**config.mk**
```make
export PLATFORM = sky130hd
export DESIGN_NAME = rvCore
export DESIGN_NICKNAME = d
export VERILOG_FILES = /design/src/hw/rvPkg.sv /design/src/hw/memPortIf.sv /design/src/hw/controlUnit.sv /design/src/hw/alu.sv /design/src/hw/registerFile.sv /design/src/hw/executeStage.sv /design/src/hw/fetchUnit.sv /design/src/hw/memArbiter.sv /design/src/hw/rvCore.sv
export SDC_FILE = /design/constraint.sdc
export NUM_CORES = 2
export LEC_CHECK = 0
export CELL_PAD_IN_SITES_DETAIL_PLACEMENT = 0
export CELL_PAD_IN_SITES_GLOBAL_PLACEMENT = 1
export CORE_MARGIN = 1
export CORE_UTILIZATION = 53
export CTS_CLUSTER_DIAMETER = 150
export DETAILED_ROUTE_END_ITERATION = 6
export DONT_BUFFER_PORTS = 1
export PLACE_DENSITY_LB_ADDON = 0.1
export SLEW_MARGIN = 15
export SYNTH_ARGS = -nofsm -noshare
export SYNTH_HDL_FRONTEND = slang
export SYNTH_SLANG_ARGS = --single-unit
```
**constraint.sdc**
```tcl
create_clock -name clk -period 9.05 [get_ports clk]
set_clock_uncertainty 0.15 [all_clocks]
set_input_delay 0.905 -clock clk [delete_from_list [all_inputs] [get_ports clk]]
set_output_delay 0.905 -clock clk [all_outputs]
set_load 0.1 [all_outputs]
```
**src/hw/rvPkg.sv**
```systemverilog
package rvPkg;

    localparam int wordWidth = 32;
    localparam int regAddrWidth = 5;
    localparam int regCount = 2 ** regAddrWidth;

    typedef logic [wordWidth-1:0] word_t;
    typedef logic [regAddrWidth-1:0] regAddr_t;
    typedef logic [3:0] aluOp_t;
    typedef logic [2:0] writeLen_t;

    localparam word_t resetPc = 32'h0;

    // Base opcodes
    localparam logic [6:0] opLui = 7'b0110111;
    localparam logic [6:0] opJal = 7'b1101111;
    localparam logic [6:0] opLoad = 7'b0000011;
    localparam logic [6:0] opStore = 7'b0100011;
    localparam logic [6:0] opOpImm = 7'b0010011;
    localparam logic [6:0] opOp = 7'b0110011;
    localparam logic [6:0] opBranch = 7'b1100011;

    // ALU codes are {bit30, funct3}; EQ reuses an unused slot
    localparam aluOp_t aluOpAdd = 4'b0000;
    localparam aluOp_t aluOpEq = 4'b1001;
    localparam aluOp_t aluOpSlt = 4'b0010;
    localparam aluOp_t aluOpSltu = 4'b0011;

    typedef enum logic [1:0] {word, byteSigned, byteUnsigned, none} regWritePattern_t;
    typedef enum logic [1:0] {aluResult, upperImmediate, pcNext, mainMemory} regSource_t;
    typedef enum logic {register, immediate} aluSource_t;
    typedef enum logic {execute, loadWait} execState_t;

    typedef struct packed {
        aluOp_t aluOp;
        logic memWrite;
        logic memRead;
        writeLen_t writeLength;
        regWritePattern_t regWritePattern;
        logic regWriteEnable;
        aluSource_t aluSource;
        regSource_t regSource;
        logic isBranch;
        logic isJump;
    } control_t;

    // Byte extension applied on register write-back
    function automatic word_t applyPattern(regWritePattern_t pattern, word_t data);
        case (pattern)
            byteSigned: return {{24{data[7]}}, data[7:0]};
            byteUnsigned: return {24'b0, data[7:0]};
            default: return data;
        endcase
    endfunction

endpackage

```
**src/hw/memPortIf.sv**
```systemverilog
`timescale 1ns/1ps

interface memPortIf;
    logic req;
    rvPkg::word_t addr;
    rvPkg::word_t wrData;
    logic wrEnable;
    rvPkg::writeLen_t writeLength;
    logic grant;
    logic rdValid;
    rvPkg::word_t rdData;

    modport requester (
        output req, addr, wrData, wrEnable, writeLength,
        input grant, rdValid, rdData
    );

    modport arbiter (
        input req, addr, wrData, wrEnable, writeLength,
        output grant, rdValid, rdData
    );
endinterface

```
**src/hw/controlUnit.sv**
```systemverilog
`timescale 1ns/1ps

module controlUnit (
    input  rvPkg::word_t    instr,
    output rvPkg::control_t control,
    output rvPkg::word_t    imm
);
    logic [6:0] opcode;
    logic [2:0] funct3;
    logic [6:0] funct7;
    logic isShift;

    assign opcode = instr[6:0];
    assign funct3 = instr[14:12];
    assign funct7 = instr[31:25];
    assign isShift = (funct3[1:0] == 2'b01);

    always_comb begin
        control.aluOp = {1'b0, funct3};
        control.memWrite = 1'b0;
        control.memRead = 1'b0;
        control.writeLength = funct3;
        control.regWritePattern = rvPkg::word;
        control.regWriteEnable = 1'b0;
        control.aluSource = rvPkg::immediate;
        control.regSource = rvPkg::aluResult;
        control.isBranch = 1'b0;
        control.isJump = 1'b0;

        case (opcode)
            rvPkg::opLui: begin
                control.regWriteEnable = 1'b1;
                control.regSource = rvPkg::upperImmediate;
            end
            rvPkg::opJal: begin
                control.regWriteEnable = 1'b1;
                control.regSource = rvPkg::pcNext;
                control.isJump = 1'b1;
            end
            rvPkg::opLoad: begin
                control.aluOp = rvPkg::aluOpAdd;
                control.memRead = 1'b1;
                control.regWriteEnable = 1'b1;
                control.regSource = rvPkg::mainMemory;
                // LH/LHU fall through as word loads
                if (funct3 == 3'b100) begin
                    control.regWritePattern = rvPkg::byteUnsigned;
                end else if (funct3 == 3'b000) begin
                    control.regWritePattern = rvPkg::byteSigned;
                end
            end
            rvPkg::opStore: begin
                control.aluOp = rvPkg::aluOpAdd;
                control.memWrite = 1'b1;
                control.regWritePattern = rvPkg::none;
            end
            rvPkg::opOpImm: begin
                // Only SRAI carries bit30 into the ALU code
                control.aluOp = {funct3 == 3'b101 && funct7[5], funct3};
                control.regWriteEnable = 1'b1;
            end
            rvPkg::opOp: begin
                control.aluOp = {funct7[5], funct3};
                control.aluSource = rvPkg::register;
                control.regWriteEnable = 1'b1;
            end
            rvPkg::opBranch: begin
                control.aluSource = rvPkg::register;
                control.regWritePattern = rvPkg::none;
                control.isBranch = 1'b1;
                if (!funct3[2]) begin
                    control.aluOp = rvPkg::aluOpEq;
                end else if (funct3[1]) begin
                    control.aluOp = rvPkg::aluOpSltu;
                end else begin
                    control.aluOp = rvPkg::aluOpSlt;
                end
            end
            default: begin
                control.regWritePattern = rvPkg::none;
            end
        endcase
    end

    // Immediate per format
    always_comb begin
        case (opcode)
            rvPkg::opOpImm: imm = isShift ? {27'b0, instr[24:20]} : {{20{instr[31]}}, instr[31:20]};
            rvPkg::opLoad: imm = {{20{instr[31]}}, instr[31:20]};
            rvPkg::opStore: imm = {{20{instr[31]}}, instr[31:25], instr[11:7]};
            rvPkg::opBranch: imm = {{20{instr[31]}}, instr[7], instr[30:25], instr[11:8], 1'b0};
            rvPkg::opJal: imm = {{12{instr[31]}}, instr[19:12], instr[20], instr[30:21], 1'b0};
            rvPkg::opLui: imm = {instr[31:12], 12'h000};
            default: imm = '0;
        endcase
    end
endmodule

```
**src/hw/alu.sv**
```systemverilog
`timescale 1ns/1ps

module alu (
    input  rvPkg::aluOp_t op,
    input  rvPkg::word_t  left,
    input  rvPkg::word_t  right,
    output rvPkg::word_t  result
);
    logic [4:0] shamt;

    assign shamt = right[4:0];

    always_comb begin
        case (op)
            rvPkg::aluOpAdd: result = left + right;
            4'b1000: result = left - right;
            4'b0001: result = left << shamt;
            rvPkg::aluOpSlt: result = rvPkg::word_t'($signed(left) < $signed(right));
            rvPkg::aluOpSltu: result = rvPkg::word_t'(left < right);
            4'b0100: result = left ^ right;
            4'b0101: result = left >> shamt;
            // Arithmetic shift right
            4'b1101: result = $signed(left) >>> shamt;
            4'b0110: result = left | right;
            4'b0111: result = left & right;
            rvPkg::aluOpEq: result = rvPkg::word_t'(left == right);
            default: result = '0;
        endcase
    end
endmodule

```
**src/hw/registerFile.sv**
```systemverilog
`timescale 1ns/1ps

module registerFile (
    input  logic                    clk,
    input  logic                    rstN,
    input  rvPkg::regAddr_t         rdAddrA,
    input  rvPkg::regAddr_t         rdAddrB,
    output rvPkg::word_t            dataOutA,
    output rvPkg::word_t            dataOutB,
    input  logic                    wrEnable,
    input  rvPkg::regAddr_t         wrAddr,
    input  rvPkg::word_t            wrData,
    input  rvPkg::regWritePattern_t writePattern
);
    rvPkg::word_t regs [rvPkg::regCount];

    always_ff @(posedge clk) begin
        if (!rstN) begin
            for (int i = 0; i < rvPkg::regCount; i++) begin
                regs[i] <= '0;
            end
        end else if (wrEnable && wrAddr != '0 && writePattern != rvPkg::none) begin
            // x0 never written
            regs[wrAddr] <= rvPkg::applyPattern(writePattern, wrData);
        end
    end

    assign dataOutA = regs[rdAddrA];
    assign dataOutB = regs[rdAddrB];
endmodule

```
**src/hw/executeStage.sv**
```systemverilog
`timescale 1ns/1ps

module executeStage (
    input  logic            clk,
    input  logic            rstN,
    memPortIf.requester     dataPort,
    input  logic            instrValid,
    input  rvPkg::word_t    instr,
    input  rvPkg::word_t    instrPc,
    output logic            instrTake,
    output logic            redirect,
    output rvPkg::word_t    redirectPc,
    output logic            retireValid,
    output rvPkg::word_t    retirePc,
    output rvPkg::regAddr_t retireRd,
    output logic            retireWrite,
    output rvPkg::word_t    retireData
);
    rvPkg::control_t ctrl;
    rvPkg::execState_t state;
    rvPkg::word_t imm;
    rvPkg::word_t dataOutA;
    rvPkg::word_t dataOutB;
    rvPkg::word_t aluRight;
    rvPkg::word_t aluResult;
    rvPkg::word_t pcNext;
    rvPkg::word_t wbData;
    rvPkg::regAddr_t rd;
    rvPkg::regAddr_t rs1;
    rvPkg::regAddr_t rs2;
    logic isMem;
    logic active;
    logic taken;
    logic regWrite;

    assign rd = instr[11:7];
    assign rs1 = instr[19:15];
    assign rs2 = instr[24:20];

    controlUnit controlUnit_i (.instr(instr), .control(ctrl), .imm(imm));

    // rs2 on port a, rs1 on port b
    registerFile registerFile_i (
        .clk(clk),
        .rstN(rstN),
        .rdAddrA(rs2),
        .rdAddrB(rs1),
        .dataOutA(dataOutA),
        .dataOutB(dataOutB),
        .wrEnable(regWrite),
        .wrAddr(rd),
        .wrData(wbData),
        .writePattern(ctrl.regWritePattern)
    );

    assign aluRight = (ctrl.aluSource == rvPkg::immediate) ? imm : dataOutA;

    alu alu_i (.op(ctrl.aluOp), .left(dataOutB), .right(aluRight), .result(aluResult));

    assign pcNext = instrPc + 32'd4;

    always_comb begin
        case (ctrl.regSource)
            rvPkg::aluResult: wbData = aluResult;
            rvPkg::upperImmediate: wbData = imm;
            rvPkg::pcNext: wbData = pcNext;
            default: wbData = dataPort.rdData;
        endcase
    end

    // Load/store path
    assign isMem = ctrl.memRead || ctrl.memWrite;
    assign active = (state == rvPkg::execute) && instrValid;
    assign dataPort.req = active && isMem;
    assign dataPort.addr = aluResult;
    assign dataPort.wrData = dataOutA;
    assign dataPort.wrEnable = ctrl.memWrite;
    assign dataPort.writeLength = ctrl.writeLength;

    // Loads leave the buffer only once read data is back
    assign instrTake = (active && (!isMem || (ctrl.memWrite && dataPort.grant)))
        || (state == rvPkg::loadWait && dataPort.rdValid);
    assign regWrite = instrTake && ctrl.regWriteEnable;

    // funct3[0] inverts for BNE, BGE, BGEU
    assign taken = ctrl.isBranch && (aluResult[0] ^ instr[12]);
    assign redirect = active && (ctrl.isJump || taken);
    assign redirectPc = instrPc + imm;

    always_ff @(posedge clk) begin
        if (!rstN) begin
            state <= rvPkg::execute;
        end else begin
            case (state)
                rvPkg::execute: begin
                    if (dataPort.req && dataPort.grant && ctrl.memRead) begin
                        state <= rvPkg::loadWait;
                    end
                end
                default: begin
                    if (dataPort.rdValid) begin
                        state <= rvPkg::execute;
                    end
                end
            endcase
        end
    end

    assign retireValid = instrTake;
    assign retirePc = instrPc;
    assign retireRd = rd;
    assign retireWrite = ctrl.regWriteEnable && (rd != '0);
    assign retireData = rvPkg::applyPattern(ctrl.regWritePattern, wbData);

    // A granted write from the arbiter never lands in the register file
    storeNoRegWrite: assert property (@(posedge clk) disable iff (!rstN)
        (dataPort.grant && dataPort.wrEnable) |-> !regWrite);
endmodule

```
**src/hw/fetchUnit.sv**
```systemverilog
`timescale 1ns/1ps

module fetchUnit (
    input  logic         clk,
    input  logic         rstN,
    memPortIf.requester  fetchPort,
    output logic         instrValid,
    output rvPkg::word_t instr,
    output rvPkg::word_t instrPc,
    input  logic         instrTake,
    input  logic         redirect,
    input  rvPkg::word_t redirectPc
);
    rvPkg::word_t pc;
    logic running;
    logic bufValid;
    logic inFlight;
    logic fetchGranted;
    logic fetchReturn;

    // Refill as soon as the buffer is empty or being taken
    assign fetchPort.req = running && (!bufValid || instrTake) && !inFlight;
    assign fetchPort.addr = pc;
    assign fetchPort.wrData = '0;
    assign fetchPort.wrEnable = 1'b0;
    assign fetchPort.writeLength = 3'b010;

    assign fetchGranted = fetchPort.req && fetchPort.grant;
    assign fetchReturn = inFlight && fetchPort.rdValid;

    always_ff @(posedge clk) begin
        if (!rstN) begin
            pc <= rvPkg::resetPc;
            running <= 1'b0;
            bufValid <= 1'b0;
            inFlight <= 1'b0;
        end else begin
            running <= 1'b1;
            if (redirect) begin
                // Drop buffer and anything still outstanding
                pc <= redirectPc;
                bufValid <= 1'b0;
                inFlight <= 1'b0;
            end else begin
                if (fetchGranted) begin
                    pc <= pc + 32'd4;
                    inFlight <= 1'b1;
                end else if (fetchReturn) begin
                    inFlight <= 1'b0;
                    bufValid <= 1'b1;
                end
                if (instrTake) begin
                    bufValid <= 1'b0;
                end
            end
        end
    end

    always_ff @(posedge clk) begin
        if (fetchGranted) begin
            instrPc <= pc;
        end
        if (fetchReturn) begin
            instr <= fetchPort.rdData;
        end
    end

    assign instrValid = bufValid;

    takeNeedsValid: assert property (@(posedge clk) disable iff (!rstN)
        instrTake |-> instrValid);
endmodule

```
**src/hw/memArbiter.sv**
```systemverilog
`timescale 1ns/1ps

module memArbiter (
    input  logic              clk,
    input  logic              rstN,
    memPortIf.arbiter         dataPort,
    memPortIf.arbiter         fetchPort,
    output rvPkg::word_t      memAddr,
    output rvPkg::word_t      memWrData,
    output logic              memWrEnable,
    output rvPkg::writeLen_t  memWriteLength,
    output logic              memRead,
    input  rvPkg::word_t      memRdData
);
    logic dataWins;
    logic readPending;
    logic readForData;

    // Data side always wins
    assign dataWins = dataPort.req;
    assign dataPort.grant = dataPort.req;
    assign fetchPort.grant = fetchPort.req && !dataPort.req;

    assign memAddr = dataWins ? dataPort.addr : fetchPort.addr;
    assign memWrData = dataWins ? dataPort.wrData : fetchPort.wrData;
    assign memWriteLength = dataWins ? dataPort.writeLength : fetchPort.writeLength;
    assign memWrEnable = dataWins ? dataPort.wrEnable : (fetchPort.req && fetchPort.wrEnable);
    assign memRead = dataWins ? !dataPort.wrEnable : (fetchPort.req && !fetchPort.wrEnable);

    // Owner of the read in flight
    always_ff @(posedge clk) begin
        if (!rstN) begin
            readPending <= 1'b0;
            readForData <= 1'b0;
        end else begin
            readPending <= memRead;
            readForData <= dataWins;
        end
    end

    assign dataPort.rdValid = readPending && readForData;
    assign fetchPort.rdValid = readPending && !readForData;
    assign dataPort.rdData = memRdData;
    assign fetchPort.rdData = memRdData;

    // Load data only comes back while the data side waits for it
    dataReturnWhileWaiting: assert property (@(posedge clk) disable iff (!rstN)
        dataPort.rdValid |-> !dataPort.req);
endmodule

```
**src/hw/rvCore.sv**
```systemverilog
`timescale 1ns/1ps

module rvCore (
    input  logic             clk,
    input  logic             rstN,
    output rvPkg::word_t     memAddr,
    output rvPkg::word_t     memWrData,
    output logic             memWrEnable,
    output rvPkg::writeLen_t memWriteLength,
    output logic             memRead,
    input  rvPkg::word_t     memRdData,
    output logic             retireValid,
    output rvPkg::word_t     retirePc,
    output rvPkg::regAddr_t  retireRd,
    output logic             retireWrite,
    output rvPkg::word_t     retireData
);
    memPortIf fetchBus ();
    memPortIf dataBus ();

    logic instrValid;
    logic instrTake;
    logic redirect;
    rvPkg::word_t instr;
    rvPkg::word_t instrPc;
    rvPkg::word_t redirectPc;

    fetchUnit fetchUnit_i (
        .clk(clk),
        .rstN(rstN),
        .fetchPort(fetchBus.requester),
        .instrValid(instrValid),
        .instr(instr),
        .instrPc(instrPc),
        .instrTake(instrTake),
        .redirect(redirect),
        .redirectPc(redirectPc)
    );

    executeStage executeStage_i (
        .clk(clk),
        .rstN(rstN),
        .dataPort(dataBus.requester),
        .instrValid(instrValid),
        .instr(instr),
        .instrPc(instrPc),
        .instrTake(instrTake),
        .redirect(redirect),
        .redirectPc(redirectPc),
        .retireValid(retireValid),
        .retirePc(retirePc),
        .retireRd(retireRd),
        .retireWrite(retireWrite),
        .retireData(retireData)
    );

    memArbiter memArbiter_i (
        .clk(clk),
        .rstN(rstN),
        .dataPort(dataBus.arbiter),
        .fetchPort(fetchBus.arbiter),
        .memAddr(memAddr),
        .memWrData(memWrData),
        .memWrEnable(memWrEnable),
        .memWriteLength(memWriteLength),
        .memRead(memRead),
        .memRdData(memRdData)
    );
endmodule

```
==> results.md <==
* Fraction of layout cells with a size suffix above 1 at 19.4%
* H-tree levels at 3
* Ys async rst share at 0%
* Post-synthesis register bit count at 1,136
* Initial antenna violation count at 19
* Max Clk Rate at 108 MHz
* Setup crit end kind: output port
* Commonest non-fill, non-tap cell in the layout: nor2_1
* P_int at 9.30 mW
* Max VDD drop at 0.202 mV
* Post-synth EDFFs at 1,088
* Setup violators final at 2
* Post-synthesis sequential area ratio at 47.9%
* Initial detailed-routing violation count at 10,913
* Rel. slew slack at 3.71%
* Number of I/O pins at 174
* Hpwl dp at 231 mm
* Pwr/cell area at 171 nW/um^2
* Deepest clock path buffer count at 3
* Maximum Capacitance Violations at 0
* Mean routed wirelength per cell at 42.6 um
* Full die area at 134,000 um^2
* Outcome: finished, violations left
* Avg Cell Area, Syn at 11.1 um^2
* Vias in the first global route at 57,786
* Antenna Violating Nets Remaining at 0
* Arrival time worst endpoint at 8.22 ns
* Failing checks: design-rule violations, negative setup slack
* Core Util, Final at 59.6%
* Slowest stage cell on the critical path: o22ai_1
* Switching Fraction at 30.7%
* Starting Density at 53.4%
* Vias per inst at 7.49
* Core Rows at 133
* Setup TNS at -0.318 ns
* Most frequent cells in the layout: 1,191 x nor2_1, 1,088 x edfxtp_1, 495 x mux2i_1, 409 x nand2_1, 393 x buf_4
* Logic gate share of total power at 18.4%
* CP Launch Type: register
* WP data required at 8.00 ns
* GPL Wtd Cong at 1.09
* Global route overflow at 0
* Worst path most repeated cell: buf_4
* Die H at 366 um
* Min-delay worst type: primary input to register
* Leakage at 29.4 nW
* Crit Path Class: register to output port
* Max-slew violations at 0
* Sequential Power Share at 45.4%
* Core area at 131,000 um^2
* Switch Pwr at 4.12 mW
* Area of the mapped netlist at 70,200 um^2
* Warnings from Yosys at 0
* Ys flop type: edfxtp_1
* Remaining DRCs at 6
* Mapped Cells at 6,300
* Peak fanout along the critical path at 73
* CTS Buf Count at 117
* Unique masters post-synth at 96
* Clk_lat worst skew at 0.80 ns
* First-pass GRT wire length at 469 mm
* CP Cell Sequence: buf_4, buf_12, nor2b_1, a22oi_1, a21oi_1, or4_1, o21ai_4, buf_12, inv_1, buf_4, o31ai_1, o22ai_1, nor2_1, a211oi_1, o221ai_1, a222oi_1, o21a_1, inv_1, buf_4
* CTS clk-pin slew, worst paths at 0.07 ns
* Fin. Hold Viols at 0
* Synth-to-Final Area Change at 11.6%
* Largest net degree at the start of global routing at 98
* Clock Power Share at 36.2%
* DR pass1 iterations at 7
* Nets@finish at 6,486
* Crit path setup slack, layout at -0.230 ns
* IO buf count at 0
* Clk sinks at 1,136
* Vias at 61,299
* Final WL at 348 mm
* All-Layer GR Usage at 50.9%
* Worst slew pin tran at 1.44 ns
* CP max stage delay at 0.81 ns
* Root buffer cell: clkbuf_16
* Die W at 366 um
* Min cycle time layout at 9.28 ns
* CTS tree: yes
* Tcrit/Tclk final at 103%
## worst paths after layout
kind                                                    from                                                       end  slack, ns  cells past startpoint
hold / removal                                 memRdData[10]                           fetchUnit_i.instr[10]$_DFFE_PP_       0.06                      0
hold reg to reg   fetchUnit_i.fetchPort.addr[0]$_SDFFE_PN0P_                          fetchUnit_i.instrPc[0]$_DFFE_PP_       0.31                      0
setup reg to reg                                    register  executeStage_i.registerFile_i.regs[18][11]$_SDFFCE_PN0P_       1.00                     19
setup / recovery                                    register                                            retireData[11]      -0.23                     19
## synthesized netlist by cell type, types with 25 or more instances
| cell type | count | area [um^2] |
|---|---|---|
| inv_1 | 136 | 510 |
| mux4_2 | 381 | 8580 |
| o22ai_1 | 97 | 607 |
| a22oi_1 | 148 | 1110 |
| xnor2_1 | 66 | 578 |
| buf_2 | 160 | 801 |
| nor2b_1 | 28 | 175 |
| buf_4 | 25 | 188 |
| nand2_1 | 471 | 1770 |
| edfxtp_1 | 1088 | 32700 |
| clkbuf_1 | 340 | 1280 |
| nor3_1 | 50 | 250 |
| o21ai_0 | 154 | 771 |
| nand4_1 | 25 | 156 |
| a22o_1 | 26 | 228 |
| a211oi_1 | 59 | 443 |
| a221oi_1 | 45 | 394 |
| nand3_1 | 140 | 701 |
| a21o_1 | 68 | 510 |
| xor2_1 | 32 | 280 |
| and3_1 | 45 | 282 |
| a21oi_1 | 214 | 1070 |
| nor4_1 | 30 | 188 |
| nand2b_1 | 26 | 163 |
| o211ai_1 | 59 | 443 |
| o21a_1 | 33 | 248 |
| ha_1 | 134 | 1680 |
| buf_1 | 37 | 139 |
| mux2i_1 | 503 | 5030 |
| dfxtp_1 | 48 | 961 |
| nor2_1 | 1230 | 4620 |
## worst max-delay path: cells and delay by family (launching register included)
kind / cells / cell delay [ns]
buffers and inverters: 7 / 1.78
and+or+nand+nor: 3 / 1.26
AOI/OAI and AO/OA: 9 / 3.96
DFF: 1 / 0.39
## state kept, by name, indices dropped and copies added, names as in the netlist, named ones only
signal                              count
fetchUnit_i.fetchPort.addr             32
executeStage_i.registerFile_i.regs   1024
memArbiter_i.readForData                1
fetchUnit_i.running                     1
executeStage_i.state                    1
fetchUnit_i.instrPc                    32
memArbiter_i.readPending                1
fetchUnit_i.inFlight                    1
fetchUnit_i.instrValid                  1
fetchUnit_i.instr                      32
## power by group through the flow
stage / clock network [mW] / registers (mW) / logic, mW
5_1_grt: 5.01 / 6.10 / 2.47
2_1_floorplan: 0 / 6.16 / 1.34
3_3_place_gp: 0 / 6.18 / 2.30
3_5_place_dp: 0 / 6.19 / 2.29
4_1_cts: 4.83 / 6.08 / 2.32
6_report: 4.86 / 6.08 / 2.47
## per-stage QoR
stage / setup slack, ns / std cells / hold slack (ns) / power, mW / instance area (um^2)
after global routing: -0.000634 / 8173 / 0.0553 / 13.6 / 78300
after floorplan: 0.362 / 6331 / 0.280 / 7.49 / 70300
final: -0.230 / 8180 / 0.0629 / 13.4 / 78400
after global placement: 0.348 / 7931 / 0.293 / 8.48 / 74100
after CTS: -0.0253 / 8160 / 0.0347 / 13.2 / 78100
after detailed placement: 0.357 / 7934 / 0.293 / 8.49 / 74200
## cell type report
| class | instances | area [um^2] |
|---|---|---|
| Tap cell | 1755 | 2200 |
| Clock buffer | 144 | 3070 |
| Antenna cell | 8 | 20.0 |
| Timing Repair Buffer | 437 | 3750 |
| Clock inverter | 77 | 744 |
| Sequential cell | 1136 | 33700 |
| Multi-Input combinational cell | 4472 | 34300 |
| Inverter | 151 | 568 |
| Fill cell | 10684 | 53100 |
## logic make-up (layout without fill, tap and decap cells)
logic type	after synthesis	after routing	synth area share, %
buffers and inverters	723	809	4.42
AO/OA/AOI/OAI	1145	1145	11.2
adder cells (fa/ha/maj)	137	137	2.47
flip-flops	1136	1136	47.9
AND/OR/NAND/NOR	2159	2159	13.1
other	1	40	0.00534
XOR/XNOR	98	98	1.22
multiplexers	901	901	19.7
## layer usage
layer  track usage (%)  share of wire [%]
met1              60.6                 32
met2              73.3                 42
met3              18.3                 16
met4              43.3                 11
met5                 0              0.032
## what timing repair did
item                                    CTS  global route
gates cloned                              0             1
hold endpoints to repair                  1             0
setup buffers                             4             8
endpoints found under the setup margin   20            28
resized for setup                         8            22
pin swaps                                 1             0
hold buffers                              1             0
Power figures use the tool's default switching activity.
